File: src/rv_exec_defines.svh
`ifndef RV_EXEC_DEFINES_SVH
`define RV_EXEC_DEFINES_SVH

// machine width and register file size
`define RV_XLEN      64
`define RV_NREG      32
`define RV_RESET_PC  64'h0000_0000_8000_0000

// major opcodes
`define RV_OPC_OP      7'b0110011
`define RV_OPC_OPIMM   7'b0010011
`define RV_OPC_LUI     7'b0110111
`define RV_OPC_AUIPC   7'b0010111
`define RV_OPC_JAL     7'b1101111
`define RV_OPC_JALR    7'b1100111
`define RV_OPC_BRANCH  7'b1100011
`define RV_OPC_SYSTEM  7'b1110011

// funct3 of the OP and OP-IMM groups
`define RV_F3_ADD   3'b000
`define RV_F3_SLL   3'b001
`define RV_F3_SLT   3'b010
`define RV_F3_SLTU  3'b011
`define RV_F3_XOR   3'b100
`define RV_F3_SR    3'b101
`define RV_F3_OR    3'b110
`define RV_F3_AND   3'b111

// funct3 of the branches
`define RV_F3_BEQ   3'b000
`define RV_F3_BNE   3'b001
`define RV_F3_BLT   3'b100
`define RV_F3_BGE   3'b101
`define RV_F3_BLTU  3'b110
`define RV_F3_BGEU  3'b111

`define RV_F7_BASE       7'b0000000
`define RV_F7_ALT        7'b0100000
`define RV_INSTR_EBREAK  32'h0010_0073

`endif

File: src/rv_exec_pkg.sv
`include "rv_exec_defines.svh"

package rv_exec_pkg;

  typedef logic [`RV_XLEN-1:0]         xlen_t;
  typedef logic [$clog2(`RV_NREG)-1:0] reg_idx_t;
  typedef logic [31:0]                 instr_t;

  typedef enum logic [3:0] {
    alu_add,
    alu_sub,
    alu_sll,
    alu_slt,
    alu_sltu,
    alu_xor,
    alu_srl,
    alu_sra,
    alu_or,
    alu_and,
    alu_pass_op2
  } alu_op_e;

  typedef enum logic [3:0] {
    bjp_none,
    bjp_jal,
    bjp_jalr,
    bjp_beq,
    bjp_bne,
    bjp_blt,
    bjp_bge,
    bjp_bltu,
    bjp_bgeu
  } bjp_op_e;

  typedef enum logic [1:0] {
    trap_none,
    trap_ebreak,
    trap_illegal
  } trap_e;

  typedef enum logic {
    ctrl_idle,
    ctrl_ack
  } ctrl_state_e;

  // decoder to execute unit
  typedef struct packed {
    alu_op_e  alu_op;
    bjp_op_e  bjp_op;
    xlen_t    op1;
    xlen_t    op2;
    xlen_t    jp_op1;
    xlen_t    jp_op2;
    reg_idx_t rd;
    logic     rd_we;
    xlen_t    link_pc;
  } exu_req_t;

  typedef struct packed {
    reg_idx_t rd;
    logic     rd_we;
    xlen_t    rd_data;
    logic     jump_taken;
    xlen_t    jump_addr;
  } exu_res_t;

  // one report per retired instruction
  typedef struct packed {
    xlen_t    pc;
    reg_idx_t rd;
    logic     rd_we;
    xlen_t    rd_data;
    xlen_t    next_pc;
    trap_e    trap;
  } retire_t;

endpackage

File: src/rv_regfile.sv
`timescale 1ns/1ps
`include "rv_exec_defines.svh"

module rv_regfile (
  input  logic                  clk,
  input  logic                  rst_n_i,
  input  rv_exec_pkg::reg_idx_t raddr1_i,
  input  rv_exec_pkg::reg_idx_t raddr2_i,
  input  logic                  we_i,
  input  rv_exec_pkg::reg_idx_t waddr_i,
  input  rv_exec_pkg::xlen_t    wdata_i,
  output rv_exec_pkg::xlen_t    rdata1_o,
  output rv_exec_pkg::xlen_t    rdata2_o
);
  import rv_exec_pkg::*;

  // x1..x31 only, x0 has no storage
  xlen_t regs [1:`RV_NREG-1];

  always_ff @(posedge clk) begin
    if (!rst_n_i) begin
      for (int i = 1; i < `RV_NREG; i++) begin
        regs[i] <= '0;
      end
    end else if (we_i && (waddr_i != '0)) begin
      regs[waddr_i] <= wdata_i;
    end
  end

  // combinational reads, x0 reads as zero
  assign rdata1_o = (raddr1_i == '0) ? '0 : regs[raddr1_i];
  assign rdata2_o = (raddr2_i == '0) ? '0 : regs[raddr2_i];

endmodule

File: config.mk
export PLATFORM = sky130hd
export DESIGN_NAME = rv_regfile
export DESIGN_NICKNAME = d
export VERILOG_FILES = /design/src/rv_exec_pkg.sv /design/src/rv_regfile.sv
export VERILOG_INCLUDE_DIRS = /design/src
export SDC_FILE = /design/constraint.sdc
export NUM_CORES = 2
export LEC_CHECK = 0
export BUFFER_PORTS_ARGS = -buffer_cell sky130_fd_sc_hd__clkbuf_2
export CELL_PAD_IN_SITES_DETAIL_PLACEMENT = 0
export CELL_PAD_IN_SITES_GLOBAL_PLACEMENT = 1
export CORE_MARGIN = 3
export CORE_UTILIZATION = 25
export CTS_CLUSTER_SIZE = 16
export DETAILED_ROUTE_END_ITERATION = 8
export PLACE_DENSITY_LB_ADDON = 0.1
export SLEW_MARGIN = 30
export SYNTH_ARGS = -nofsm -noshare
export SYNTH_HDL_FRONTEND = slang
export SYNTH_SLANG_ARGS = --single-unit
File: constraint.sdc
create_clock -name clk -period 9.05 [get_ports clk]
set_input_delay 0.4525 -clock clk [delete_from_list [all_inputs] [get_ports clk]]
set_output_delay 0.4525 -clock clk [all_outputs]
set_load 0.005 [all_outputs]
==> results.txt <==
Post-Syn Area - 109000 sq um
cts bufs inserted - 264
slowest stage cell, crit path - buf_4
clock-pin transition on the worst setup and hold timing paths - 0.06 ns
min-delay src - wdata_i[25]
Worst Path Arrival - 4.30 ns
first-pass GRT wire length - 719000 um
Final Cycle Share - 52.6%
Min Clock Period, post-route - 4.76 ns
switching pwr - 6780 uW
Lkg Pwr - 0.0428 uW
Hold Violations, Final - 0
fin. max-slew vios - 0
CP required - 8.60 ns
status - complete, but fails checks
vias in the first global route - 71192
Most used DFF post-synth - edfxtp_1
Die Span Y - 665 um
Routed WL - 547000 um
Cells after Synth - 7182
max incr delay on CP - 0.80 ns
cell taking the most area after synthesis - edfxtp_1
Area Overhead vs Synth - 15.3%
Sw Share - 27.5%
Sequential Power Share - 45.5%
Worst-Margin Slew - 1.11 ns
Root Buffer - clkbuf_16
Largest regs - regs x2048
TritonCTS Sinks - 2048
Setup TNS Final - 0 ns
grt peak-use layer - met2
Worst Hold End - regs[0][25]
count of final setup violators - 0
CP dominant cell by count - buf_4
detailed-route wire length per cell - 41.4 um
fmax - 0.210 GHz
Placeable Area - 432000 sq um
Int Pwr - 17900 uW
relative max-transition margin - 25.7%
Most flops, register - regs
synthesized area per cell - 15.1 sq um
layout net count - 7292
initial detailed-routing violation count - 8749
clock share of power - 41.5%
GP Congestion - 0.776
sequential area share after synthesis - 56.7%
io pins - 210
die width - 665 um
# fillers - 42841
row cnt - 241
Peak VDD IR - 0.135 mV
commonest cells in the netlist - edfxtp_1, and2_1, mux4_2
Initial Utilization - 25.1%
EDFF count, synth - 2048
first-pass iteration count of the detailed router - 6
max FFs per register - 2048
RSZ-0062 raised after global routing - false
Combinational Power Share - 12.9%
share of the synthesized area in the top cell type - 56.7%
hold crit path type - input pin to flip-flop
CP Launch Type - input pin
Max Fanout on Critical Path - 52
DP Wirelength - 303000 um
worst setup path startpoint - raddr1_i[1]
hold_buf cts - 0
Clock Tree Buf Depth - 4
residual DRC count - 0
layout cells sized above 1 - 24.8%
routing usage on met1 - 33.0%
Cell Pwr Density - 197 nW/um^2
PostCTS Resize Cnt - 0
Detail Route Antenna Nets - 1
met3 Use GR - 3.15%
H-tree depth - 5
FFs w/ async S/R, synth - 0%
die area - 442000 sq um
synth unique cells - 50
GR Util All Layers - 24.3%
GR met2 Demand/Resource - 40.8%
Setup Buffers After CTS - 0
top-count cell post-synth - edfxtp_1
vias post-DR - 69825
largest cells by area after synthesis - edfxtp_1, mux4_2, and2_1
Cells after DPL - 12654
MaxCap Viol Count - 0
CP Capture Type - output pin
Hold Path Stages - 1
pin count of the biggest net entering global routing - 95
critical path, cell by cell - buf_8 > buf_4 > buf_4 > mux4_2 > mux2i_1 > o22ai_1 > nor2_1 > o21ai_0 > clkbuf_2
initial antenna violation count - 104
critical path type - input pin to output pin
Port Buffer Count - 209
CTS tree - yes
violated checks - antenna violations
GR Overflow Total - 0
number of vias per cell - 5.29
Seq cells post-synth - 2048
yosys warns - 0
Post-Layout Cell Count - 13192
==> cell usage in the layout (no fill, tap or decap), drive strengths merged, types with 2 or more instances in the layout <==
cell / Yosys / final
a2111oi: 12 / 12
a211o: 2 / 2
a211oi: 27 / 27
a21o: 32 / 32
a21oi: 77 / 77
a221oi: 18 / 18
a22o: 13 / 13
a22oi: 186 / 186
and2: 2000 / 2000
and3: 19 / 19
buf: 242 / 262
bufinv: 0 / 9
clkbuf: 523 / 546
clkinv: 0 / 98
clkinvlp: 0 / 3
conb: 1 / 64
diode: 0 / 71
edfxtp: 2048 / 2048
inv: 2 / 15
mux2: 68 / 68
mux2i: 499 / 499
mux4: 865 / 865
nand2: 87 / 87
nand2b: 6 / 6
nand3: 19 / 19
nand3b: 4 / 4
nor2: 146 / 146
nor2b: 14 / 14
nor3: 6 / 6
nor4: 9 / 9
o21ai: 84 / 84
o221ai: 82 / 82
o22a: 4 / 4
o22ai: 76 / 76
o31ai: 2 / 2
or2: 2 / 2
or3: 2 / 2
or3b: 2 / 2
==> layout make-up <==
type / count / area [sq um] / share of cell area [%]
flip-flops and latches: 2048 / 61500 / 49.2
multi-input cells: 4430 / 44600 / 35.6
well taps: 5710 / 7140 / 5.71
clock inverters: 123 / 863 / 0.690
inverters: 2 / 11.3 / 0.00900
clock buffers: 344 / 7120 / 5.69
diodes: 71 / 178 / 0.142
repair buffers: 464 / 3750 / 3.00
==> worst max path at each step <==
stage                              end  cells after the start
final                     rdata1_o[14]                      9
after global routing      rdata2_o[63]                      8
after CTS                 rdata2_o[63]                      8
after detailed placement  rdata2_o[37]                     10
after global placement     rdata1_o[0]                      6
after floorplan            regs[20][0]                      3
==> power groups by stage <==
stage	logic (uW)	registers (uW)	clock network, uW
3_5_place_dp	3240	11400	0
6_report	3190	11200	10200
2_1_floorplan	1700	11400	0
3_3_place_gp	3230	11400	0
4_1_cts	3250	11200	10500
5_1_grt	3310	11300	10800
==> worst max-delay path: cells and delay by family <==
kind | cells | cell delay, ns
buffers and inverters | 4 | 2.17
multiplexers | 2 | 0.66
AO/OA/AOI/OAI | 2 | 0.52
AND/OR/NAND/NOR | 1 | 0.30
==> logic make-up (layout without fill, tap and decap cells) <==
group,count (synthesis),in the layout,synth area share [%]
and+or+nand+nor,2318,2318,12.8
DFF,2048,2048,56.7
muxes,1432,1432,23.3
buffers and inverters,767,933,3.27
AOI/OAI and AO/OA,616,616,3.96
other,1,135,0.00346
==> per-stage QoR <==
step / hold slack (ns) / power [uW] / worst slack, ns / area [sq um] / utilization [%]
finish: 0.161 / 24700 / 4.29 / 125000 / 29.0
global route: 0.183 / 25400 / 4.34 / 125000 / 29.0
CTS: 0.0960 / 25000 / 4.30 / 125000 / 29.0
detailed placement: 1.11 / 14700 / 4.32 / 117000 / 27.1
global placement: 1.11 / 14600 / 3.93 / 117000 / 27.0
floorplan: 0.551 / 13100 / 2.82 / 109000 / -
==> metal layers <==
layer / vias to the layer above / wire [um]
li1: 27730 / -
met1: 38451 / 234000
met2: 3060 / 266000
met3: 576 / 33300
met4: 8 / 13700
met5: - / 47
(Power assumes the default switching activity.)
