[config.mk]
export PLATFORM = sky130hd
export DESIGN_NAME = rv_issue_ctrl
export DESIGN_NICKNAME = d
export VERILOG_FILES = /design/src/rv_exec_pkg.sv /design/src/rv_issue_ctrl.sv
export VERILOG_INCLUDE_DIRS = /design/src
export SDC_FILE = /design/constraint.sdc
export NUM_CORES = 1
export LEC_CHECK = 0
export BUFFER_PORTS_ARGS = -buffer_cell sky130_fd_sc_hd__buf_2
export CAP_MARGIN = 10
export CORE_AREA = 10 10 176 178
export CTS_CLUSTER_DIAMETER = 100
export CTS_CLUSTER_SIZE = 30
export DETAILED_ROUTE_END_ITERATION = 8
export DIE_AREA = 0 0 186 188
export GPL_TIMING_DRIVEN = 0
export PLACE_DENSITY_LB_ADDON = 0.05
export SYNTH_ARGS = -nofsm -noshare
export SYNTH_HDL_FRONTEND = slang
export SYNTH_SLANG_ARGS = --single-unit
[constraint.sdc]
create_clock -name clk -period 2 [get_ports clk]
set_input_delay 0.2 -clock clk [delete_from_list [all_inputs] [get_ports clk]]
set_output_delay 0.2 -clock clk [all_outputs]
set_load 0.01 [all_outputs]
[src/rv_exec_defines.svh]
`ifndef RV_EXEC_DEFINES_SVH
`define RV_EXEC_DEFINES_SVH

// machine width and register file size
`define RV_XLEN      64
`define RV_NREG      32
`define RV_RESET_PC  64'h0000_0000_8000_0000

// major opcodes
`define RV_OPC_OP      7'b0110011
`define RV_OPC_OPIMM   7'b0010011
`define RV_OPC_LUI     7'b0110111
`define RV_OPC_AUIPC   7'b0010111
`define RV_OPC_JAL     7'b1101111
`define RV_OPC_JALR    7'b1100111
`define RV_OPC_BRANCH  7'b1100011
`define RV_OPC_SYSTEM  7'b1110011

// funct3 of the OP and OP-IMM groups
`define RV_F3_ADD   3'b000
`define RV_F3_SLL   3'b001
`define RV_F3_SLT   3'b010
`define RV_F3_SLTU  3'b011
`define RV_F3_XOR   3'b100
`define RV_F3_SR    3'b101
`define RV_F3_OR    3'b110
`define RV_F3_AND   3'b111

// funct3 of the branches
`define RV_F3_BEQ   3'b000
`define RV_F3_BNE   3'b001
`define RV_F3_BLT   3'b100
`define RV_F3_BGE   3'b101
`define RV_F3_BLTU  3'b110
`define RV_F3_BGEU  3'b111

`define RV_F7_BASE       7'b0000000
`define RV_F7_ALT        7'b0100000
`define RV_INSTR_EBREAK  32'h0010_0073

`endif

[src/rv_exec_pkg.sv]
`include "rv_exec_defines.svh"

package rv_exec_pkg;

  typedef logic [`RV_XLEN-1:0]         xlen_t;
  typedef logic [$clog2(`RV_NREG)-1:0] reg_idx_t;
  typedef logic [31:0]                 instr_t;

  typedef enum logic [3:0] {
    alu_add,
    alu_sub,
    alu_sll,
    alu_slt,
    alu_sltu,
    alu_xor,
    alu_srl,
    alu_sra,
    alu_or,
    alu_and,
    alu_pass_op2
  } alu_op_e;

  typedef enum logic [3:0] {
    bjp_none,
    bjp_jal,
    bjp_jalr,
    bjp_beq,
    bjp_bne,
    bjp_blt,
    bjp_bge,
    bjp_bltu,
    bjp_bgeu
  } bjp_op_e;

  typedef enum logic [1:0] {
    trap_none,
    trap_ebreak,
    trap_illegal
  } trap_e;

  typedef enum logic {
    ctrl_idle,
    ctrl_ack
  } ctrl_state_e;

  // decoder to execute unit
  typedef struct packed {
    alu_op_e  alu_op;
    bjp_op_e  bjp_op;
    xlen_t    op1;
    xlen_t    op2;
    xlen_t    jp_op1;
    xlen_t    jp_op2;
    reg_idx_t rd;
    logic     rd_we;
    xlen_t    link_pc;
  } exu_req_t;

  typedef struct packed {
    reg_idx_t rd;
    logic     rd_we;
    xlen_t    rd_data;
    logic     jump_taken;
    xlen_t    jump_addr;
  } exu_res_t;

  // one report per retired instruction
  typedef struct packed {
    xlen_t    pc;
    reg_idx_t rd;
    logic     rd_we;
    xlen_t    rd_data;
    xlen_t    next_pc;
    trap_e    trap;
  } retire_t;

endpackage

[src/rv_issue_ctrl.sv]
`timescale 1ns/1ps
`include "rv_exec_defines.svh"

module rv_issue_ctrl (
  input  logic                  clk,
  input  logic                  rst_n_i,
  input  logic                  req_i,
  input  rv_exec_pkg::exu_res_t exu_res_i,
  input  rv_exec_pkg::trap_e    trap_i,
  output logic                  ack_o,
  output rv_exec_pkg::xlen_t    pc_o,
  output logic                  we_o,
  output rv_exec_pkg::reg_idx_t waddr_o,
  output rv_exec_pkg::xlen_t    wdata_o,
  output rv_exec_pkg::retire_t  retire_o
);
  import rv_exec_pkg::*;

  ctrl_state_e state_q;
  xlen_t       pc_q;
  xlen_t       next_pc;
  logic        commit;

  // one commit per request, in the idle cycle that sees req high
  assign commit  = (state_q == ctrl_idle) && req_i;
  assign next_pc = (exu_res_i.jump_taken && (trap_i == trap_none)) ? exu_res_i.jump_addr
                                                                   : pc_q + xlen_t'(4);

  assign we_o    = commit && exu_res_i.rd_we;
  assign waddr_o = exu_res_i.rd;
  assign wdata_o = exu_res_i.rd_data;
  assign ack_o   = (state_q == ctrl_ack);
  assign pc_o    = pc_q;

  // four-phase handshake
  always_ff @(posedge clk) begin
    if (!rst_n_i) begin
      state_q <= ctrl_idle;
    end else begin
      case (state_q)
        ctrl_idle: begin
          if (req_i) begin
            state_q <= ctrl_ack;
          end
        end
        default: begin
          if (!req_i) begin
            state_q <= ctrl_idle;
          end
        end
      endcase
    end
  end

  always_ff @(posedge clk) begin
    if (!rst_n_i) begin
      pc_q     <= `RV_RESET_PC;
      retire_o <= '0;
    end else if (commit) begin
      pc_q             <= next_pc;
      retire_o.pc      <= pc_q;
      retire_o.rd      <= exu_res_i.rd;
      retire_o.rd_we   <= exu_res_i.rd_we;
      retire_o.rd_data <= exu_res_i.rd_we ? exu_res_i.rd_data : '0;
      retire_o.next_pc <= next_pc;
      retire_o.trap    <= trap_i;
    end
  end

endmodule

==> parameters.txt, run 1 <==
Parameter                              Value

Status
  Run status ... finished, violations left
  Failing checks ... setup timing

STA
  Period utilisation layout ... 103.0%
  Pins Over Slew Limit ... 0
  Setup slack of the critical path after layout ... -60.18 ps
  Fmax ... 485.4 MHz
  Slew of the pin with the lowest slew margin ... 1048 ps
  Headroom to the max-slew limit ... between 30% and 40%
  Shortest period the worst path allows ... 2060 ps
  Worst clock skew ... about 25 ps
  Setup repair after global routing missed its margin ... true
  Count of endpoints failing hold in the final timing report ... 0
  Finish-stage setup viols ... 11
  TNS Setup ... -250.3 ps

Power
  Worst ir drop on vdd ... between 0.0005 and 0.0006 V
  Total power draw ... approximately 9 mW
  Leakage dissipation ... between 7 and 8 nW
  Power Dens Cells ... roughly 570 nW/um^2

Routing
  Via/cell ratio ... between 5 and 6
  Number of DRC violations after detailed routing ... 0
  Routed vias ... 12670
  Total iterations of the first detailed-routing run ... 7
  Average detailed-routed wire length per instance ... between 20 and 25 um
  Final Routed Wirelength ... roughly 53 mm
  Detail Route Antenna Nets ... 0
  Detailed router's first-iteration violation count ... between 900 and 1000

Global routing
  Initial antenna violation count ... 7
  Pin count of the biggest net entering global routing ... 31
  Global routing usage summed across all routing layers ... around 28%
  Total congestion overflow after global routing ... 0
  Via count of the first global-routing pass ... 11930
  First-pass GRT wire length ... between 70 and 80 mm

Place
  Routability-driven placement congestion ratio ... around 0.94
  Number of input and output port buffers inserted ... 472
  Placed cell count ... around 2200
  Post-Place Cell Area ... approximately 13000 um^2
  HPWL after detailed placement ... ~40 mm
  Pre-CTS WS ... -1065 ps

Yosys
  Number of nets in the synthesized netlist ... 1501
  Syn Area/Cell ... 7.595 um^2
  Sequential cell area fraction in the yosys report ... between 30 and 40%
  Primary flip-flop cell chosen by synthesis mapping ... sky130_fd_sc_hd__dfxtp_1
  Flop and latch count out of synthesis ... ~200
  Unique masters post-synth ... 67
  Post-Synth Simple-Gate Area ... around 28%
  Adder-cell area share of the yosys netlist ... less than 1%
  Compound-gate portion of the synthesized area ... a little under a fifth
  Post-synth EDFFs ... 0
  Post-Syn Area ... 10330 um^2
  FFs w/ async S/R, synth ... 0%
  Post-Synth XOR/XNOR Area ... less than 1%
  Combinational family with the most area after synthesis ... simple AND/OR/NAND/NOR gates
  Fraction of synthesized area in multiplexers ... 0.9691%
  Mapped Cells ... ~1400
  Count of warnings emitted by yosys ... 0

Cells and area
  Highest-count cells in the layout ignoring fill and taps ... sky130_fd_sc_hd__buf_2 (475), sky130_fd_sc_hd__nand2_1 (275), sky130_fd_sc_hd__buf_4 (225)
  Total area of multi-input combinational cells ... ~5300 um^2
  Final cell count without fillers ... around 2400
  Most frequent standard cell in the layout excluding fill and tap cells ... sky130_fd_sc_hd__buf_2
  Fraction of final layout cells sized beyond drive strength 1 ... 44.84%
  Post-route cell area ... 15620 um^2
  Register area ... roughly 4200 um^2
  Number of nets in the finished design ... between 2000 and 2500
  P&R area growth vs syn ... 51.24%
  Layout fillers ... between 2000 and 3000

Floorplan
  Area of the core ... around 27000 um^2
  Num ports ... roughly 480
  Die area ... roughly 35000 um^2
  Initial core utilization ... between 30% and 40%
  Height of the die ... between 150 and 200 um
  Overall die width ... 186 um
  Placement row count ... slightly above 60

Worst setup path
  Type of element launching the critical path ... register
  Crit path capture type ... register
  Cell family contributing the most delay on the critical path ... simple AND/OR/NAND/NOR gates
  Signal arrival time at the worst endpoint ... between 2000 and 2500 ps
  Stage delay of the slowest cell on the critical path ... 430 ps
  Critical path type ... reg2reg
  Crit path buf inv count ... 0
  CP Cell Sequence ... and4_4, and3_4, nand4_4, or3_1, or4_1, a31oi_1
  Crit path max fanout ... 8
  Critical-path top delay cell ... sky130_fd_sc_hd__dfxtp_4
  Worst Path Required ... approximately 2400 ps

CTS
  Source-to-sink clock delay at the later pin of the worst-skew pair ... approximately 500 ps
  CTS tree ... done
  Clk Tree Root Cell ... sky130_fd_sc_hd__clkbuf_16
  Total number of clock tree sinks ... roughly 200
  Max H-tree Level ... 1
  Maximum buffer depth of the clock tree ... 3
  Clock edge transition at the registers on the reported setup and hold paths ... approximately 120 ps
  Num CTS Buffers ... 11

Job
  # Max-Cap Violations ... 0

Hold path
  Type of the tightest min-delay check ... in2reg
## routing by layer
layer	vias to the layer above	track usage (%)	share of wire (%)
met4	2	10.64	4.0
met2	700	48.00	48
met5	-	0	0.024
li1	5929	-	-
met1	5917	32.30	36
met3	120	9.047	11
## worst min-delay path, stage by stage
cell,delay (ps)
sky130_fd_sc_hd__buf_2,90
sky130_fd_sc_hd__a22oi_1,60
sky130_fd_sc_hd__a21oi_1,110
## cell families (layout without fill, tap and decap cells)
logic type	count (synthesis)	count (layout)
muxes	10	10
and+or+nand+nor	579	579
DFF	202	202
other	0	6
adders and majority gates	1	1
AOI/OAI and AO/OA	318	318
xor gates and xnor gates	1	1
buffers and inverters	249	894
## report_power, final
group | internal, mW | switching, mW | leakage, nW
Clock | 1.19 | 1.51 | 0.172
Combinational | 0.769 | 1.02 | 5.50
Sequential | 4.14 | 0.186 | 1.67
Total | 6.11 | 2.72 | 7.35
## flip-flops by register name, indices dropped and copies added, names as in the netlist
register and flops:
retire_o 200, pc_o 1, ack_o 1
## Yosys cell counts (6+ instances only)
| cell type | instances | area (um^2) |
|---|---|---|
| sky130_fd_sc_hd__dfxtp_1 | 202 | 4044 |
| sky130_fd_sc_hd__a31oi_1 | 23 | 143.9 |
| sky130_fd_sc_hd__nand2_1 | 279 | 1047 |
| sky130_fd_sc_hd__o22ai_1 | 11 | 68.82 |
| sky130_fd_sc_hd__a32o_1 | 6 | 60.06 |
| sky130_fd_sc_hd__buf_4 | 133 | 998.5 |
| sky130_fd_sc_hd__nand4_1 | 24 | 150.1 |
| sky130_fd_sc_hd__nand3_1 | 108 | 540.5 |
| sky130_fd_sc_hd__nor3_1 | 15 | 75.07 |
| sky130_fd_sc_hd__o31ai_1 | 8 | 60.06 |
| sky130_fd_sc_hd__a22oi_1 | 16 | 120.1 |
| sky130_fd_sc_hd__inv_1 | 9 | 33.78 |
| sky130_fd_sc_hd__mux2i_1 | 10 | 100.1 |
| sky130_fd_sc_hd__and2_1 | 11 | 68.82 |
| sky130_fd_sc_hd__buf_1 | 10 | 37.54 |
| sky130_fd_sc_hd__a21oi_1 | 176 | 880.8 |
| sky130_fd_sc_hd__and3_1 | 22 | 137.6 |
| sky130_fd_sc_hd__buf_2 | 9 | 45.04 |
| sky130_fd_sc_hd__a22o_1 | 7 | 61.31 |
| sky130_fd_sc_hd__nor2_1 | 57 | 214.0 |
| sky130_fd_sc_hd__o21ai_0 | 36 | 180.2 |
| sky130_fd_sc_hd__and4_1 | 6 | 52.55 |
| sky130_fd_sc_hd__clkbuf_1 | 87 | 326.6 |
| sky130_fd_sc_hd__nor4_1 | 16 | 100.1 |
## worst paths after layout
check                            startpoint                   endpoint  slack, ps  cells after the start
hold / removal                exu_res_i[28]  retire_o[30]$_SDFFE_PN0P_          1                      3
hold reg to reg   retire_o[94]$_SDFFE_PN0P_  retire_o[94]$_SDFFE_PN0P_        450                      2
setup reg to reg  retire_o[15]$_SDFFE_PN0P_  retire_o[47]$_SDFFE_PN0P_        -60                      6
setup / recovery  retire_o[15]$_SDFFE_PN0P_  retire_o[47]$_SDFFE_PN0P_        -60                      6
## area by class of cell
| class | count | share of cell area, % |
|---|---|---|
| Multi-Input combinational cell | 909 | 33.84 |
| Tap cell | 346 | 2.771 |
| Clock buffer | 12 | 1.786 |
| Clock inverter | 5 | 0.4565 |
| Inverter | 10 | 0.2403 |
| Buffer | 232 | 9.708 |
| Timing Repair Buffer | 635 | 24.33 |
| Antenna cell | 6 | 0.09612 |
| Sequential cell | 202 | 26.77 |
## per-stage QoR
stage / hold slack [ps] / utilization (%)
2_1_floorplan: 321.7 / -
3_3_place_gp: 426.1 / 47.98
3_5_place_dp: 439.9 / 48.02
4_1_cts: 0.1492 / 54.52
5_1_grt: 3.428 / 56.84
6_report: 1.115 / 56.85
## repair_timing
item	in CTS	in global routing
endpoints found under the hold margin	56	1
cloned	0	0
pin swaps	32	42
hold buffers	56	1
resized for setup	149	92
setup buffers	53	54
endpoints found under the setup margin	201	77
(Power assumes the default switching activity.)
==> run 2: changes to the inputs <==
--- a/config.mk
+++ b/config.mk
@@ -9,6 +9,7 @@
 export BUFFER_PORTS_ARGS = -buffer_cell sky130_fd_sc_hd__buf_2
 export CAP_MARGIN = 10
 export CORE_AREA = 10 10 176 178
+export CTS_BUF_LIST = sky130_fd_sc_hd__clkbuf_8 sky130_fd_sc_hd__clkbuf_16
 export CTS_CLUSTER_DIAMETER = 100
 export CTS_CLUSTER_SIZE = 30
 export DETAILED_ROUTE_END_ITERATION = 8
==> run 2 against run 1 <==
Against the previous run: the flow still finishes with violations (setup timing); fmax about the same; cell area about the same; via count decreased by 0.13%.
==> parameters.txt, run 2 (same netlist as run 1, synthesis figures left out) <==
Parameter                              Value

Cells and area
  Core occupancy in the finished layout ... around 57%
  Highest-count cells in the layout ignoring fill and taps ... sky130_fd_sc_hd__buf_2 (475), sky130_fd_sc_hd__nand2_1 (275), sky130_fd_sc_hd__buf_4 (225)
  Max FFs per register ... 200
  Register ranked first by flip-flop count ... retire_o
  Most frequent standard cell in the layout excluding fill and tap cells ... sky130_fd_sc_hd__buf_2
  Register area ... roughly 4200 um^2
  Number of nets in the finished design ... 2141
  P&R area growth vs syn ... 51.14%
  Post-route cell area ... ~16000 um^2
  Layout fillers ... ~2700
  Total area of multi-input combinational cells ... ~5300 um^2
  Fraction of final layout cells sized beyond drive strength 1 ... between 40% and 50%

Job
  # Max-Cap Violations ... 0

CTS
  Max H-tree Level ... 1
  Num CTS Buffers ... 11
  Clock edge transition at the registers on the reported setup and hold paths ... 120 ps
  Maximum buffer depth of the clock tree ... 3
  CTS tree ... done
  Source-to-sink clock delay at the later pin of the worst-skew pair ... approximately 500 ps
  Total number of clock tree sinks ... a little over 200
  Clk Tree Root Cell ... sky130_fd_sc_hd__clkbuf_16

Place
  HPWL after detailed placement ... around 40 mm
  Post-Place Cell Area ... 13190 um^2
  Routability-driven placement congestion ratio ... ~0.94
  Pre-CTS WS ... -1065 ps
  Number of input and output port buffers inserted ... 472

Worst setup path
  Worst Path Required ... ~2400 ps
  Signal arrival time at the worst endpoint ... between 2000 and 2500 ps
  Crit path capture type ... register
  Startpoint of the worst register-to-register path ... retire_o[15]$_SDFFE_PN0P_
  Critical path type ... reg2reg
  Crit path max fanout ... 8
  Timing startpoint of the critical path ... retire_o[15]$_SDFFE_PN0P_
  Type of element launching the critical path ... register

Floorplan
  Die area ... between 30000 and 40000 um^2
  Initial core utilization ... between 30 and 40%
  Overall die width ... between 150 and 200 um
  Placement row count ... 61
  Height of the die ... ~190 um
  Area of the core ... 27480 um^2
  Num ports ... between 400 and 500

Hold path
  Worst hold path startpoint ... exu_res_i[84]
  Type of the tightest min-delay check ... in2reg

Power
  Leakage dissipation ... between 7 and 8 nW
  Worst ir drop on vdd ... between 0.0005 and 0.0006 V
  Power Dens Cells ... roughly 560 nW/um^2
  Total power draw ... just under 9 mW

STA
  Final hold slack ... roughly 5 ps
  Headroom to the max-slew limit ... between 30% and 40%
  Fmax ... about 490 MHz
  Pins Over Slew Limit ... 0
  Finish-stage setup viols ... 11
  Count of endpoints failing hold in the final timing report ... 0
  Slew of the pin with the lowest slew margin ... slightly above 1000 ps
  Setup repair after global routing missed its margin ... true
  Worst clock skew ... between 20 and 30 ps
  Shortest period the worst path allows ... ~2000 ps
  Setup slack of the critical path after layout ... -58.57 ps
  Period utilisation layout ... 102.9%

Status
  Failing checks ... setup timing
  Run status ... finished, violations left

Global routing
  First-pass GRT wire length ... between 70 and 80 mm
  Global routing usage summed across all routing layers ... roughly 28%
  Via count of the first global-routing pass ... about 12000
  Pin count of the biggest net entering global routing ... 31
  Total congestion overflow after global routing ... 0
  Initial antenna violation count ... 7

Routing
  Average detailed-routed wire length per instance ... 22.53 um
  Final Routed Wirelength ... ~53 mm
  Detail Route Antenna Nets ... 0
  Via/cell ratio ... between 5 and 6
  Routed vias ... ~13000
  Detailed router's first-iteration violation count ... 984
  Total iterations of the first detailed-routing run ... 8
  Number of DRC violations after detailed routing ... 0
[run 2: cell count changes in the layout (fill, tap and decap cells not counted)]
| cell | change |
|---|---|
| sky130_fd_sc_hd__dlygate4sd3_1 | -1 |
| sky130_fd_sc_hd__clkbuf_1 | -1 |
| sky130_fd_sc_hd__inv_1 | +1 |
[run 2: what timing repair did]
item,4_1_cts,5_1_grt
setup buffers,53,54
gates resized for setup,149,92
hold endpoints to repair,55,1
pin swaps,32,42
hold buffers,55,1
endpoints found under the setup margin,201,77
[run 2: metal layers]
metal / vias up / GRT usage (%) / wire (um)
li1: 5923 / - / -
met1: 5930 / 32.25 / 19490
met2: 680 / 48.03 / 25640
met3: 116 / 9.086 / 5842
met4: 2 / 10.64 / 2080
met5: - / 0 / 13
[run 2: cell type report]
| cell class | count | area share (%) |
|---|---|---|
| Antenna cell | 6 | 0.09618 |
| Buffer | 232 | 9.714 |
| Clock buffer | 11 | 1.763 |
| Clock inverter | 6 | 0.4809 |
| Inverter | 10 | 0.2404 |
| Multi-Input combinational cell | 909 | 33.86 |
| Sequential cell | 202 | 26.79 |
| Tap cell | 346 | 2.773 |
| Timing Repair Buffer | 634 | 24.28 |
[run 2: critical path: stages (launching register included)]
cell	delay [ps]
sky130_fd_sc_hd__dfxtp_4	430
sky130_fd_sc_hd__and4_4	280
sky130_fd_sc_hd__and3_4	230
sky130_fd_sc_hd__nand4_4	110
sky130_fd_sc_hd__or3_1	340
sky130_fd_sc_hd__or4_1	430
sky130_fd_sc_hd__a31oi_1	170
[run 2: worst paths after layout]
check	depth (start not counted)	slack, ps	endpoint
hold / removal	3	5	retire_o[85]$_SDFFE_PN0P_
setup reg to reg	6	-60	retire_o[47]$_SDFFE_PN0P_
setup / recovery	6	-60	retire_o[47]$_SDFFE_PN0P_
hold reg to reg	2	450	retire_o[94]$_SDFFE_PN0P_
[run 2: metrics by stage]
step / setup TNS, ps / cells
6_report: -297.1 / 2356
5_1_grt: -1101 / 2354
4_1_cts: -494.9 / 2299
3_5_place_dp: -88850 / 2179
3_3_place_gp: -83010 / 2178
2_1_floorplan: -15.61 / 1360
[run 2: power breakdown]
group          internal, mW  switching (mW)
clock network          1.19            1.51
logic                 0.768            1.03
registers              4.14           0.186
total                  6.10            2.72
