[config.mk]
export PLATFORM = sky130hd
export DESIGN_NAME = rv_idu
export DESIGN_NICKNAME = d
export VERILOG_FILES = /design/src/rv_exec_pkg.sv /design/src/rv_idu.sv
export VERILOG_INCLUDE_DIRS = /design/src
export SDC_FILE = /design/constraint.sdc
export NUM_CORES = 1
export LEC_CHECK = 0
export BUFFER_PORTS_ARGS = -buffer_cell sky130_fd_sc_hd__buf_2
export CORE_AREA = 2 2 221 223
export DETAILED_ROUTE_END_ITERATION = 7
export DIE_AREA = 0 0 223 225
export GPL_TIMING_DRIVEN = 0
export SLEW_MARGIN = 15
export SYNTH_ARGS = -nofsm -noshare
export SYNTH_HDL_FRONTEND = slang
export SYNTH_SLANG_ARGS = --single-unit
[constraint.sdc]
create_clock -name vclk -period 3.2
set_input_delay 0.64 -clock vclk [all_inputs]
set_output_delay 0.64 -clock vclk [all_outputs]
set_load 0.02 [all_outputs]
[src/rv_exec_defines.svh]
`ifndef RV_EXEC_DEFINES_SVH
`define RV_EXEC_DEFINES_SVH

// machine width and register file size
`define RV_XLEN      64
`define RV_NREG      32
`define RV_RESET_PC  64'h0000_0000_8000_0000

// major opcodes
`define RV_OPC_OP      7'b0110011
`define RV_OPC_OPIMM   7'b0010011
`define RV_OPC_LUI     7'b0110111
`define RV_OPC_AUIPC   7'b0010111
`define RV_OPC_JAL     7'b1101111
`define RV_OPC_JALR    7'b1100111
`define RV_OPC_BRANCH  7'b1100011
`define RV_OPC_SYSTEM  7'b1110011

// funct3 of the OP and OP-IMM groups
`define RV_F3_ADD   3'b000
`define RV_F3_SLL   3'b001
`define RV_F3_SLT   3'b010
`define RV_F3_SLTU  3'b011
`define RV_F3_XOR   3'b100
`define RV_F3_SR    3'b101
`define RV_F3_OR    3'b110
`define RV_F3_AND   3'b111

// funct3 of the branches
`define RV_F3_BEQ   3'b000
`define RV_F3_BNE   3'b001
`define RV_F3_BLT   3'b100
`define RV_F3_BGE   3'b101
`define RV_F3_BLTU  3'b110
`define RV_F3_BGEU  3'b111

`define RV_F7_BASE       7'b0000000
`define RV_F7_ALT        7'b0100000
`define RV_INSTR_EBREAK  32'h0010_0073

`endif

[src/rv_exec_pkg.sv]
`include "rv_exec_defines.svh"

package rv_exec_pkg;

  typedef logic [`RV_XLEN-1:0]         xlen_t;
  typedef logic [$clog2(`RV_NREG)-1:0] reg_idx_t;
  typedef logic [31:0]                 instr_t;

  typedef enum logic [3:0] {
    alu_add,
    alu_sub,
    alu_sll,
    alu_slt,
    alu_sltu,
    alu_xor,
    alu_srl,
    alu_sra,
    alu_or,
    alu_and,
    alu_pass_op2
  } alu_op_e;

  typedef enum logic [3:0] {
    bjp_none,
    bjp_jal,
    bjp_jalr,
    bjp_beq,
    bjp_bne,
    bjp_blt,
    bjp_bge,
    bjp_bltu,
    bjp_bgeu
  } bjp_op_e;

  typedef enum logic [1:0] {
    trap_none,
    trap_ebreak,
    trap_illegal
  } trap_e;

  typedef enum logic {
    ctrl_idle,
    ctrl_ack
  } ctrl_state_e;

  // decoder to execute unit
  typedef struct packed {
    alu_op_e  alu_op;
    bjp_op_e  bjp_op;
    xlen_t    op1;
    xlen_t    op2;
    xlen_t    jp_op1;
    xlen_t    jp_op2;
    reg_idx_t rd;
    logic     rd_we;
    xlen_t    link_pc;
  } exu_req_t;

  typedef struct packed {
    reg_idx_t rd;
    logic     rd_we;
    xlen_t    rd_data;
    logic     jump_taken;
    xlen_t    jump_addr;
  } exu_res_t;

  // one report per retired instruction
  typedef struct packed {
    xlen_t    pc;
    reg_idx_t rd;
    logic     rd_we;
    xlen_t    rd_data;
    xlen_t    next_pc;
    trap_e    trap;
  } retire_t;

endpackage

[src/rv_idu.sv]
`timescale 1ns/1ps
`include "rv_exec_defines.svh"

module rv_idu (
  input  rv_exec_pkg::instr_t   instr_i,
  input  rv_exec_pkg::xlen_t    pc_i,
  input  rv_exec_pkg::xlen_t    rdata1_i,
  input  rv_exec_pkg::xlen_t    rdata2_i,
  output rv_exec_pkg::reg_idx_t raddr1_o,
  output rv_exec_pkg::reg_idx_t raddr2_o,
  output rv_exec_pkg::exu_req_t req_o,
  output rv_exec_pkg::trap_e    trap_o
);
  import rv_exec_pkg::*;

  logic [6:0] opcode;
  logic [2:0] funct3;
  logic [6:0] funct7;
  reg_idx_t   rd;
  xlen_t      imm_i;
  xlen_t      imm_u;
  xlen_t      imm_j;
  xlen_t      imm_b;
  logic       rd_wr;
  logic       illegal;
  logic       ebreak;

  // shared by OP and OP-IMM, alt picks sub and sra
  function automatic alu_op_e alu_of_f3(input logic [2:0] f3, input logic alt);
    case (f3)
      `RV_F3_ADD:  return alt ? alu_sub : alu_add;
      `RV_F3_SLL:  return alu_sll;
      `RV_F3_SLT:  return alu_slt;
      `RV_F3_SLTU: return alu_sltu;
      `RV_F3_XOR:  return alu_xor;
      `RV_F3_SR:   return alt ? alu_sra : alu_srl;
      `RV_F3_OR:   return alu_or;
      default:     return alu_and;
    endcase
  endfunction

  assign opcode   = instr_i[6:0];
  assign rd       = instr_i[11:7];
  assign funct3   = instr_i[14:12];
  assign funct7   = instr_i[31:25];
  assign raddr1_o = instr_i[19:15];
  assign raddr2_o = instr_i[24:20];

  assign imm_i = {{(`RV_XLEN-12){instr_i[31]}}, instr_i[31:20]};
  assign imm_u = {{(`RV_XLEN-32){instr_i[31]}}, instr_i[31:12], 12'b0};
  assign imm_j = {{(`RV_XLEN-20){instr_i[31]}}, instr_i[19:12], instr_i[20],
                  instr_i[30:21], 1'b0};
  assign imm_b = {{(`RV_XLEN-12){instr_i[31]}}, instr_i[7], instr_i[30:25],
                  instr_i[11:8], 1'b0};

  always_comb begin
    req_o.alu_op = alu_add;
    req_o.bjp_op = bjp_none;
    req_o.op1    = rdata1_i;
    req_o.op2    = rdata2_i;
    req_o.jp_op1 = pc_i;
    req_o.jp_op2 = imm_b;
    rd_wr        = 1'b0;
    illegal      = 1'b0;
    ebreak       = 1'b0;
    case (opcode)
      `RV_OPC_OP: begin
        rd_wr        = 1'b1;
        req_o.alu_op = alu_of_f3(funct3, funct7[5]);
        if (funct7 == `RV_F7_ALT) begin
          illegal = (funct3 != `RV_F3_ADD) && (funct3 != `RV_F3_SR);
        end else begin
          illegal = (funct7 != `RV_F7_BASE);
        end
      end
      `RV_OPC_OPIMM: begin
        rd_wr        = 1'b1;
        req_o.op2    = imm_i;
        // bit 30 is an immediate bit except for the right shifts
        req_o.alu_op = alu_of_f3(funct3, (funct3 == `RV_F3_SR) && instr_i[30]);
        if (funct3 == `RV_F3_SLL) begin
          illegal = (instr_i[31:26] != 6'b000000);
        end else if (funct3 == `RV_F3_SR) begin
          illegal = (instr_i[31:26] != 6'b000000) && (instr_i[31:26] != 6'b010000);
        end
      end
      `RV_OPC_LUI: begin
        rd_wr        = 1'b1;
        req_o.alu_op = alu_pass_op2;
        req_o.op2    = imm_u;
      end
      `RV_OPC_AUIPC: begin
        rd_wr     = 1'b1;
        req_o.op1 = pc_i;
        req_o.op2 = imm_u;
      end
      `RV_OPC_JAL: begin
        rd_wr        = 1'b1;
        req_o.bjp_op = bjp_jal;
        req_o.jp_op2 = imm_j;
      end
      `RV_OPC_JALR: begin
        rd_wr        = 1'b1;
        req_o.jp_op1 = rdata1_i;
        req_o.jp_op2 = imm_i;
        if (funct3 == 3'b000) begin
          req_o.bjp_op = bjp_jalr;
        end else begin
          illegal = 1'b1;
        end
      end
      `RV_OPC_BRANCH: begin
        case (funct3)
          `RV_F3_BEQ:  req_o.bjp_op = bjp_beq;
          `RV_F3_BNE:  req_o.bjp_op = bjp_bne;
          `RV_F3_BLT:  req_o.bjp_op = bjp_blt;
          `RV_F3_BGE:  req_o.bjp_op = bjp_bge;
          `RV_F3_BLTU: req_o.bjp_op = bjp_bltu;
          `RV_F3_BGEU: req_o.bjp_op = bjp_bgeu;
          default:     illegal = 1'b1;
        endcase
      end
      `RV_OPC_SYSTEM: begin
        // ebreak is the only system encoding taken
        illegal = (instr_i != `RV_INSTR_EBREAK);
        ebreak  = !illegal;
      end
      default: illegal = 1'b1;
    endcase
    req_o.rd      = rd;
    req_o.rd_we   = rd_wr && (rd != '0) && !illegal && !ebreak;
    req_o.link_pc = pc_i + xlen_t'(4);
  end

  assign trap_o = illegal ? trap_illegal : (ebreak ? trap_ebreak : trap_none);

endmodule

==> out/summary.md, run 1 <==
The flow ran to the end, but the final reports show violations. The checks that failed: setup timing. Internal power comes to 520.2 uW. For this block, the routed nets add up to 38.99 mm of wire.

The cell at the slowest stage of the critical path was or4_4. The cell depth of the worst hold path is 3, and the number of vias per cell is 4.043. The first global-routing pass estimated 50.38 mm of wire. The critical path in this run is classified as in -> out. The quantity of hold-fixing buffers added after cts was 0.

The worst-case IR drop observed on VDD is 69.46 uV. When the netlist entered floorplanning its net count stood at 808. Switching share of total power: 0.5915.

Setup total negative slack on the finished layout was measured at -496.1 ps. For hold timing, the worst endpoint is req_o[2]. Setup repair after global routing could not meet its margin everywhere. Total power density per cell area: 135.7 nW/um2. The layout overhead on the synthesized area is 109.4%. Walking the worst path, the cells encountered are buf_8, nand2_4, or4_4, or4_4, buf_12, nor3_4, xor2_2, buf_6. The total global routing track utilization was 0.1412; the share of final-layout standard cells stronger than drive strength 1 was 0.7666.

After the flow finishes, the layout carries non-filler instances totaling 1815. The run gives 302.8 MHz as the maximum clock rate. The tools report the minimum setup slack in the final design as -102.3 ps. The core region is 47550 um2.

By instance count, the cell type seen most on the critical path is or4_4. The final worst hold slack was 1573 ps; the net switching power was 753.4 uW. At the end of routability-driven placement, the weighted congestion stood at 0.9468.

For this run, the detailed router's first-pass iteration total came to 7. The tools report the post-synthesis cell count as 583. The tools report the netlist area before placement as 4482 um2. Fill cells in the final layout number 5437.

After synthesis, the netlist uses 50 different library cells. The biggest cell delay along the critical path is 630 ps, and the number of ports placed on the die boundary is 570. Initial antenna violation count: 17. At the pin with the least slew margin, the transition time is 690.5 ps. The run gives 0.09426 as the initial cell density of the core. Setup violations remaining at the end of the flow were counted as 6.

After the last flow step, the layout net total stands at 1418. The worst hold path belongs to the class in -> out. Subtracting the final worst setup slack from the clock period gives 3302 ps. Once layout is done, the placed cells without fillers occupy 9387 um2. Row count: 80. By count the netlist is led by mux2_2, buf_4, clkbuf_1.

The worst slew slack as a fraction of its limit was 0.5397; the per-instance average area after synthesis was 7.687 um2. The largest fanout on the critical path is 5. Detailed placement ended at an HPWL of 34.38 mm. Biggest area consumer among synthesized cells: mux2_2. Counting the clock-network buffers in the layout gives 0. The total overflow left after global routing is 0. The first routing iteration left 435 violations. For the instance area at placement, the log shows 8237 um2.

The startpoint kind of the worst setup timing path was a primary input. The tools report the final number of max-transition violations as 0. The worst setup path is captured at an output port. Dividing the detail-routed wire length by the instance count gives 21.48 um.

The tools report the critical path data required time as 2560 ps. For the part of the Yosys area used for sequential elements, the log shows 0. The tools report the arrival time of the worst setup path as 2660 ps. The tools report the routed via count as 7338. The tools report the share of power burned in the clock network as 0. The die height is 225 um, and the overall power consumption is 1274 uW. For this design the static power due to leakage is 0.004812 uW. The die covers 50180 um2. The number of placed instances, taps included is 1765. The part of the total power dissipated in combinational logic came out at 1.000. The remaining design rule violation count was 0. The period utilization was 1.032.

During placement, the flow inserted port buffers numbering 564. Among all cell types in the netlist, the one instantiated most often is mux2_2. The total area of sequential cells came out at 0 um2. Across the run, the number of max-cap violations was 0. The run gives 0 as the sequential cell count. The detail route stage leaves a number of antenna-violating nets equal to 0. The startpoint identified for the worst hold timing path is pc_i[2]. The number of global-route vias before repair was 6688. In this run the horizontal extent of the chip is 223 um.

Total count of hold-check failures in the final report: 0. The top cell type's share of synthesized area was 0.3116. The maximum number of pins on one net before global-route repair is 47. The share of total power in sequential cells was 0.

Yosys attributes the largest share of cell area to mux2_2, buf_4, xnor2_1, a21o_1, xor2_1. During synthesis, Yosys emitted a total of 0 warnings.
==> power by group through the flow <==
stage | Sequential, uW | Combinational [uW] | Clock, uW
floorplan | 0 | 624 | 0
detailed placement | 0 | 1190 | 0
CTS | 0 | 1250 | 0
finish | 0 | 1270 | 0.000382
global placement | 0 | 1190 | 0
global route | 0 | 1340 | 0.000337
==> area by class of cell <==
class / instances / area, um2 / share of cell area
Buffer: 106 / 808.3 / 0.08611
Tap cell: 615 / 769.5 / 0.08198
Antenna cell: 9 / 22.52 / 0.002399
Inverter: 9 / 33.78 / 0.003599
Multi-Input combinational cell: 462 / 4222 / 0.4497
Timing Repair Buffer: 614 / 3531 / 0.3762
==> how the worst max path moves through the flow <==
stage	startpoint	to	slack (ps)	depth (start not counted)
after floorplan	pc_i[19]	req_o[56]	-40	8
after global placement	instr_i[4]	req_o[315]	-2280	6
after detailed placement	instr_i[5]	req_o[194]	-1510	8
after CTS	pc_i[43]	req_o[60]	-150	8
after global routing	pc_i[37]	req_o[60]	-190	8
final	pc_i[37]	req_o[60]	-100	8
==> stage by stage <==
| step | setup slack [ps] | util |
|---|---|---|
| 4_1_cts | -154.0 | 0.1904 |
| 3_5_place_dp | -1513 | 0.1732 |
| 5_1_grt | -189.8 | 0.1974 |
| 2_1_floorplan | -36.55 | - |
| 6_report | -102.3 | 0.1974 |
| 3_3_place_gp | -2281 | 0.1723 |
==> layout by cell type, fill, tap and decap left out, drive strengths merged, types with 2 or more instances in the layout <==
| cell type | instances |
|---|---|
| or4 | 6 |
| a22o | 11 |
| or2 | 3 |
| nand3 | 26 |
| o21ai | 5 |
| nand4 | 17 |
| and2 | 2 |
| mux2 | 132 |
| xor2 | 25 |
| nor3 | 19 |
| and3 | 12 |
| or3 | 3 |
| nand2b | 4 |
| inv | 9 |
| a21o | 34 |
| nand2 | 34 |
| o22ai | 2 |
| a31o | 7 |
| buf | 691 |
| nor4b | 2 |
| xnor2 | 36 |
| nor2 | 26 |
| diode | 9 |
| a221o | 19 |
| a21oi | 5 |
| nor4 | 8 |
| clkbuf | 29 |
| and4 | 9 |
==> layer usage <==
metal	global-route usage	part of all wire
met1	0.1412	0.34
met2	0.2695	0.52
met3	0.02112	0.074
met4	0.09677	0.073
met5	0	0.00033
==> logic make-up after synthesis <==
logic type               share of synthesized area
AND/OR/NAND/NOR                             0.2211
multiplexers                                0.3317
buffers and inverters                       0.1611
AO/OA/AOI/OAI                               0.1642
XOR/XNOR                                    0.1192
adder cells (fa/ha/maj)                   0.002791
==> critical path: cells and delay by family <==
kind / cells / cell delay, ps
AND/OR/NAND/NOR: 4 / 1380
buffers and inverters: 3 / 440
XOR/XNOR: 1 / 200
==> repair_timing <==
item | in CTS | in global routing
cloned | 1 | 0
pin swaps | 24 | 29
gates resized for setup | 161 | 75
setup endpoints to repair | 244 | 129
buffers inserted | 30 | 16
No activity file was read; power rests on OpenSTA's default activity.
==> run 2: changes to the inputs <==
- CORE_AREA: 2 2 221 223 -> 3 3 222 224
- DIE_AREA: 0 0 223 225 -> 0 0 225 227
==> out/summary.md, run 2 (same netlist as run 1, synthesis figures left out) <==
The flow ran to the end, but the final reports show violations. Violated checks: setup timing (unchanged). The run gives 0 (unchanged) as the final-layout clock buffer total. The fill cell total of the finished layout was 5396 (was 5437).

The capture endpoint of the worst hold path is req_o[8] (was req_o[2]). The share of power burned in the clock network was 0 (about the same); the total power density per cell area was 134.7 nW/um2 (was 135.7 nW/um2). Startpoint of the worst hold path: pc_i[8] (was pc_i[2]). The tools report the initial antenna violation count as 16 (was 17).

The logs give 0 (unchanged) for the global-route congestion overflow total and 0.8578 (was 0.9468) for the routability-driven placement congestion ratio. The layout overhead on the synthesized area works out to 105.1% (was 109.4%). The final worst hold slack was 1582 ps (was 1573 ps). The post-route standard cell area excluding fillers was 9191 um2 (was 9387 um2). The category of the worst setup path capture point was an output port (unchanged). The number of max-capacitance violations reported is 0 (unchanged), and the cell depth of the worst hold path is 3 (unchanged). The initial cell density of the core was 0.09426 (unchanged). The maximum number of pins on one net before global-route repair came out at 47 (unchanged). The post-layout instance count excluding filler cells was 1793 (was 1815).

The run gives 4 (was 7) as the length of the first detailed-routing pass in iterations. The wire length of the first global-routing pass is 48.83 mm (was 50.38 mm), and the average detailed-routed wire length per instance is 21.02 um (was 21.48 um). The run gives 0 (about the same) as the share of total power in sequential cells. The tools report the final number of max-transition violations as 0 (unchanged). The tools report the row count as 80 (unchanged). Class of the most critical setup path: in -> out (unchanged). The tools report the total number of nets in the final design as 1402 (was 1418).

The most common library cell in the layout ignoring fill and taps was buf_2 (unchanged). The logs give 2560 ps (about the same) for the critical path data required time and 51080 um2 (was 50180 um2) for the die outline area. The tools report the HPWL after detailed placement as 33.33 mm (was 34.38 mm). The part of the total power dissipated in combinational logic came out at 1.000 (about the same). The share of final-layout standard cells stronger than drive strength 1 is 0.7643 (was 0.7666). For the number of ports placed on the die boundary, the log shows 570 (unchanged).

The run gives 0 (unchanged) as the remaining design rule violation count. Most used cells in the layout excluding fill and tap cells: buf_2, mux2_2, buf_4 (unchanged). Startpoint kind of the worst setup timing path: a primary input (unchanged). For the minimum setup slack in the final design, the log shows -66.90 ps (was -102.3 ps). The number of buffers added on ports is 564 (unchanged), and the total area of sequential cells is 0 um2 (unchanged).

Routed wire length: 37.69 mm (was 38.99 mm). For the quantity of hold-fixing buffers added after cts, the log shows 0 (unchanged). Setup repair after global routing could not meet its margin everywhere.

The class of the tightest hold or removal check is in -> out (unchanged). The arrival time of the worst setup path was 2630 ps (was 2660 ps). The transition at the pin with the smallest max-transition slack is 609.2 ps (was 690.5 ps). The number of placed instances, taps included was 1765 (unchanged). The routed via count was 7100 (was 7338); the largest fanout on the critical path was 6 (was 5). The number of vias per cell was 3.960 (was 4.043).

The tools report the number of global-route vias before repair as 6592 (was 6688). The die height works out to 227 um (was 225 um). The total count of hold-check failures in the final report was 0 (unchanged). The logs give 7 (was 6) for the final setup violation count and 0.004664 uW (was 0.004812 uW) for the static leakage.

The final critical delay including setup and external delays is 3267 ps (was 3302 ps), and the remaining number of nets flagged by the antenna check after routing is 0 (unchanged). The maximum vdd ir drop is 58.16 uV (was 69.46 uV), and the switching share of total power is 0.5909 (was 0.5915). The period utilization works out to 1.021 (was 1.032). The logs give 283 (was 435) for the count of routing violations after the opening detailed-route iteration and 8249 um2 (was 8237 um2) for the instance area at placement.

The logs give 306.1 MHz (was 302.8 MHz) for the maximum clock rate and 47550 um2 (unchanged) for the standard cell core area. The sequential cell count is 0 (unchanged), and the internal power consumption is 506.5 uW (was 520.2 uW). For the total global routing track utilization, the log shows 0.1332 (was 0.1412).

The net switching power is 731.6 uW (was 753.4 uW), and the worst slew slack as a fraction of its limit is 0.5907 (was 0.5397). The die outline width came out at 225 um (was 223 um).
[run 2: cell count changes in the layout (fill, tap and decap cells not counted), moves of 3 or more]
cell	previous run	this run
buf_4	120	110
buf_6	26	21
buf_8	17	10
diode_2	9	3
nor2_1	21	18
[run 2: through the flow]
step | utilization | setup WS [ps] | total power [uW] | TNS [ps]
2_1_floorplan | - | -36.55 | 623.6 | -36.55
3_3_place_gp | 0.1723 | -2311 | 1172 | -240300
3_5_place_dp | 0.1735 | -1261 | 1175 | -112000
4_1_cts | 0.1895 | -164.2 | 1238 | -1107
5_1_grt | 0.1933 | -141.3 | 1311 | -1097
6_report | 0.1933 | -66.90 | 1238 | -204.7
[run 2: power by group through the flow]
stage	Combinational, uW	Clock (uW)	Sequential [uW]
after floorplan	624	0	0
after global placement	1170	0	0
after detailed placement	1170	0	0
after CTS	1240	0	0
after global routing	1310	0.000126	0
final	1240	0.000126	0
[run 2: metal layers]
| metal | GRT usage | vias up | routed length (um) |
|---|---|---|---|
| li1 | - | 3295 | - |
| met1 | 0.1335 | 3271 | 12820 |
| met2 | 0.2731 | 463 | 20410 |
| met3 | 0.02476 | 65 | 2991 |
| met4 | 0.04470 | 6 | 1433 |
| met5 | 0 | - | 28 |
[run 2: worst max-delay path by stage]
stage,start,end,slack (ps),cells past startpoint
floorplan,pc_i[19],req_o[56],-40,8
global route,pc_i[7],req_o[42],-140,8
finish,pc_i[9],req_o[42],-70,8
detailed placement,instr_i[5],req_o[188],-1260,8
global placement,instr_i[4],req_o[323],-2310,6
CTS,pc_i[32],req_o[53],-160,9
[run 2: final cells by class]
| type | count | area, um2 | area share |
|---|---|---|---|
| Tap cell | 615 | 769.5 | 0.08372 |
| Multi-Input combinational cell | 462 | 4232 | 0.4604 |
| Antenna cell | 3 | 7.507 | 0.0008168 |
| Inverter | 9 | 33.78 | 0.003675 |
| Buffer | 107 | 802.0 | 0.08726 |
| Timing Repair Buffer | 597 | 3347 | 0.3641 |
[run 2: timing repair]
action | in CTS | in global routing
cloned | 0 | 0
resized for setup | 158 | 60
endpoints found under the hold margin | 0 | 0
endpoints found under the setup margin | 244 | 184
pin swaps | 31 | 25
setup buffers | 23 | 7
[run 2: worst max-delay path: stages]
cell,delay (ps)
buf_6,100
nand2_4,60
or4_4,610
or4_4,600
buf_6,160
nor2_4,110
xor2_2,190
buf_6,150
==> run 3: changes to the inputs <==
- clock period: 3.2 -> 4.15 ns (I/O delays scaled with it)
==> out/summary.md, run 3 (same netlist as run 1, synthesis figures left out) <==
The class of the tightest hold or removal check was in -> out (unchanged). The period utilization came out at 0.9720. The die outline width was 225 um (unchanged).

The logs give 0.09426 (unchanged) for the initial cell density of the core and 247.9 MHz for the maximum clock rate. The final number of max-transition violations is 0 (unchanged), and the largest fanout on the critical path is 8 (was 6). The tools report the final setup violation count as 0 (was 7). The critical path capture point was req_o[62] (was req_o[42]). The run finished with clean final reports.

The quantity of hold-fixing buffers added after cts was 0 (unchanged). The logs give 0 (unchanged) for the global-route congestion overflow total and 0.3620 (was 0.5907) for the worst slew slack as a fraction of its limit. The run gives 80 (unchanged) as the row count. The category of the worst setup path capture point is an output port (unchanged).

The post-layout instance count excluding filler cells was 1765 (was 1793). The total count of hold-check failures in the final report was 0 (unchanged); the final critical delay including setup and external delays was 4034 ps. The number of ports placed on the die boundary is 570 (unchanged), and the number of max-capacitance violations reported is 0 (unchanged). The routed via count came out at 6886 (was 7100).

Cell at the slowest stage of the critical path: or4_4 (unchanged). The share of final-layout standard cells stronger than drive strength 1 was 0.6954 (was 0.7643). The logs give 0 (unchanged) for the sequential cell count and 52.41 uV (was 58.16 uV) for the maximum vdd ir drop. Total power density per cell area: 109.6 nW/um2 (was 134.7 nW/um2). The routed wire length is 33.06 mm (was 37.69 mm), and the HPWL after detailed placement is 30.10 mm (was 33.33 mm).

The tools report the setup slack after placement as -340.8 ps (was -1261 ps). Count of routing violations after the opening detailed-route iteration: 237 (was 283). Setup repair after global routing left no endpoint under its margin. The kind of cell with the highest combined delay on the critical path is simple AND/OR/NAND/NOR gates (unchanged). The average detailed-routed wire length per instance came out at 18.73 um (was 21.02 um).

The die outline area was 51080 um2 (unchanged). The logs give 1764 (was 1765) for the number of placed instances, taps included and 0.1151 (was 0.1332) for the total global routing track utilization. The startpoint kind of the worst setup timing path is a primary input (unchanged).

For the length of the first detailed-routing pass in iterations, the log shows 4 (unchanged). The logic depth of the worst path, buffers included works out to 9 (was 8). The tools report the standard cell core area as 47550 um2 (unchanged). The routability-driven placement congestion ratio is 0.8650 (was 0.8578). Most used cells in the layout excluding fill and tap cells: buf_2, mux2_2, buf_4 (unchanged). Remaining number of nets flagged by the antenna check after routing: 0 (unchanged).

The tools report the total number of nets in the final design as 1376 (was 1402). The wire length of the first global-routing pass is 43.50 mm (was 48.83 mm). The biggest cell delay along the critical path was 560 ps (was 610 ps). Remaining design rule violation count: 0 (unchanged). Number of buffers added on ports: 564 (unchanged). Most common library cell in the layout ignoring fill and taps: buf_2 (unchanged).

The transition at the pin with the smallest max-transition slack came out at 957.0 ps (was 609.2 ps). The minimum setup slack in the final design is 116.3 ps (was -66.90 ps). The arrival time of the worst setup path is 3200 ps (was 2630 ps), and the maximum number of pins on one net before global-route repair is 47 (unchanged). The run gives 0 (unchanged) as the final-layout clock buffer total. The logs give 0.004139 uW (was 0.004664 uW) for the static leakage and 3320 ps (was 2560 ps) for the critical path data required time. The class of the most critical setup path is in -> out (unchanged).

The number of global-route vias before repair came out at 6343 (was 6592). The die height works out to 227 um (unchanged). The tools report the launch point of the worst path as pc_i[19] (was pc_i[9]). The number of vias per cell was 3.901 (was 3.960). The layout overhead on the synthesized area is 82.05% (was 105.1%), and the fill cell total of the finished layout is 5494 (was 5396). The sum of buffers and inverters on the critical path is 4 (was 3), and the total area of sequential cells is 0 um2 (unchanged). CP Cell Sequence: buf_2, nand4_1, or4_4, buf_2, or4_4, buf_6, nor4_4, xor2_1, buf_2 (was buf_6, nand2_4, or4_4, or4_4, buf_6, nor2_4, xor2_2, buf_6). The initial antenna violation count is 0 (was 16).

The cell repeated most along the worst path is buf_2 (was buf_6).
## run 3: per-stage QoR
step	total power (uW)	setup TNS [ps]	hold slack [ps]	instance area (um2)	utilization
floorplan	478.0	0	1737	4482	-
global placement	893.5	-49650	1971	8074	0.1698
detailed placement	896.4	-12950	1976	8107	0.1705
CTS	900.0	0	1978	8129	0.1710
global route	948.5	0	1994	8157	0.1716
finish	893.9	0	1975	8159	0.1716
## run 3: per-layer routing
layer | vias up | GRT usage | wire (um)
li1 | 3233 | - | -
met1 | 3184 | 0.1331 | 12680
met3 | 32 | 0.01070 | 2233
met4 | 0 | 0.02912 | 965
met5 | - | 0 | 0
met2 | 437 | 0.2263 | 17190
## run 3: final cells by class
type	instances	area, um2	area share
multi-input cells	462	3814	0.4674
well taps	615	769.5	0.09431
inverters	9	33.78	0.004140
plain buffers	112	698.2	0.08557
repair buffers	566	2841	0.3483
diodes	1	2.502	0.0003067
## run 3: worst min-delay path by stage
stage                     cells after the start    endpoint  slack (ps)          from
final                                         3  req_o[247]        1980  rdata2_i[49]
after CTS                                     3  req_o[235]        1980  rdata2_i[37]
after floorplan                               1    req_o[2]        1740       pc_i[2]
after global placement                        3  req_o[243]        1970  rdata2_i[45]
after global routing                          3  req_o[229]        1990  rdata2_i[31]
after detailed placement                      3  req_o[229]        1980  rdata2_i[31]
## run 3: where the power goes
part	total, uW	internal, uW	switching (uW)
registers	0	0	0
clock network	0.00000352	0.00000351	0
logic	894	349	545
## run 3: what timing repair did
action,in CTS,in global routing
setup endpoints to repair,53,99
pin swaps,0,0
gates resized for setup,9,9
setup buffers,0,0
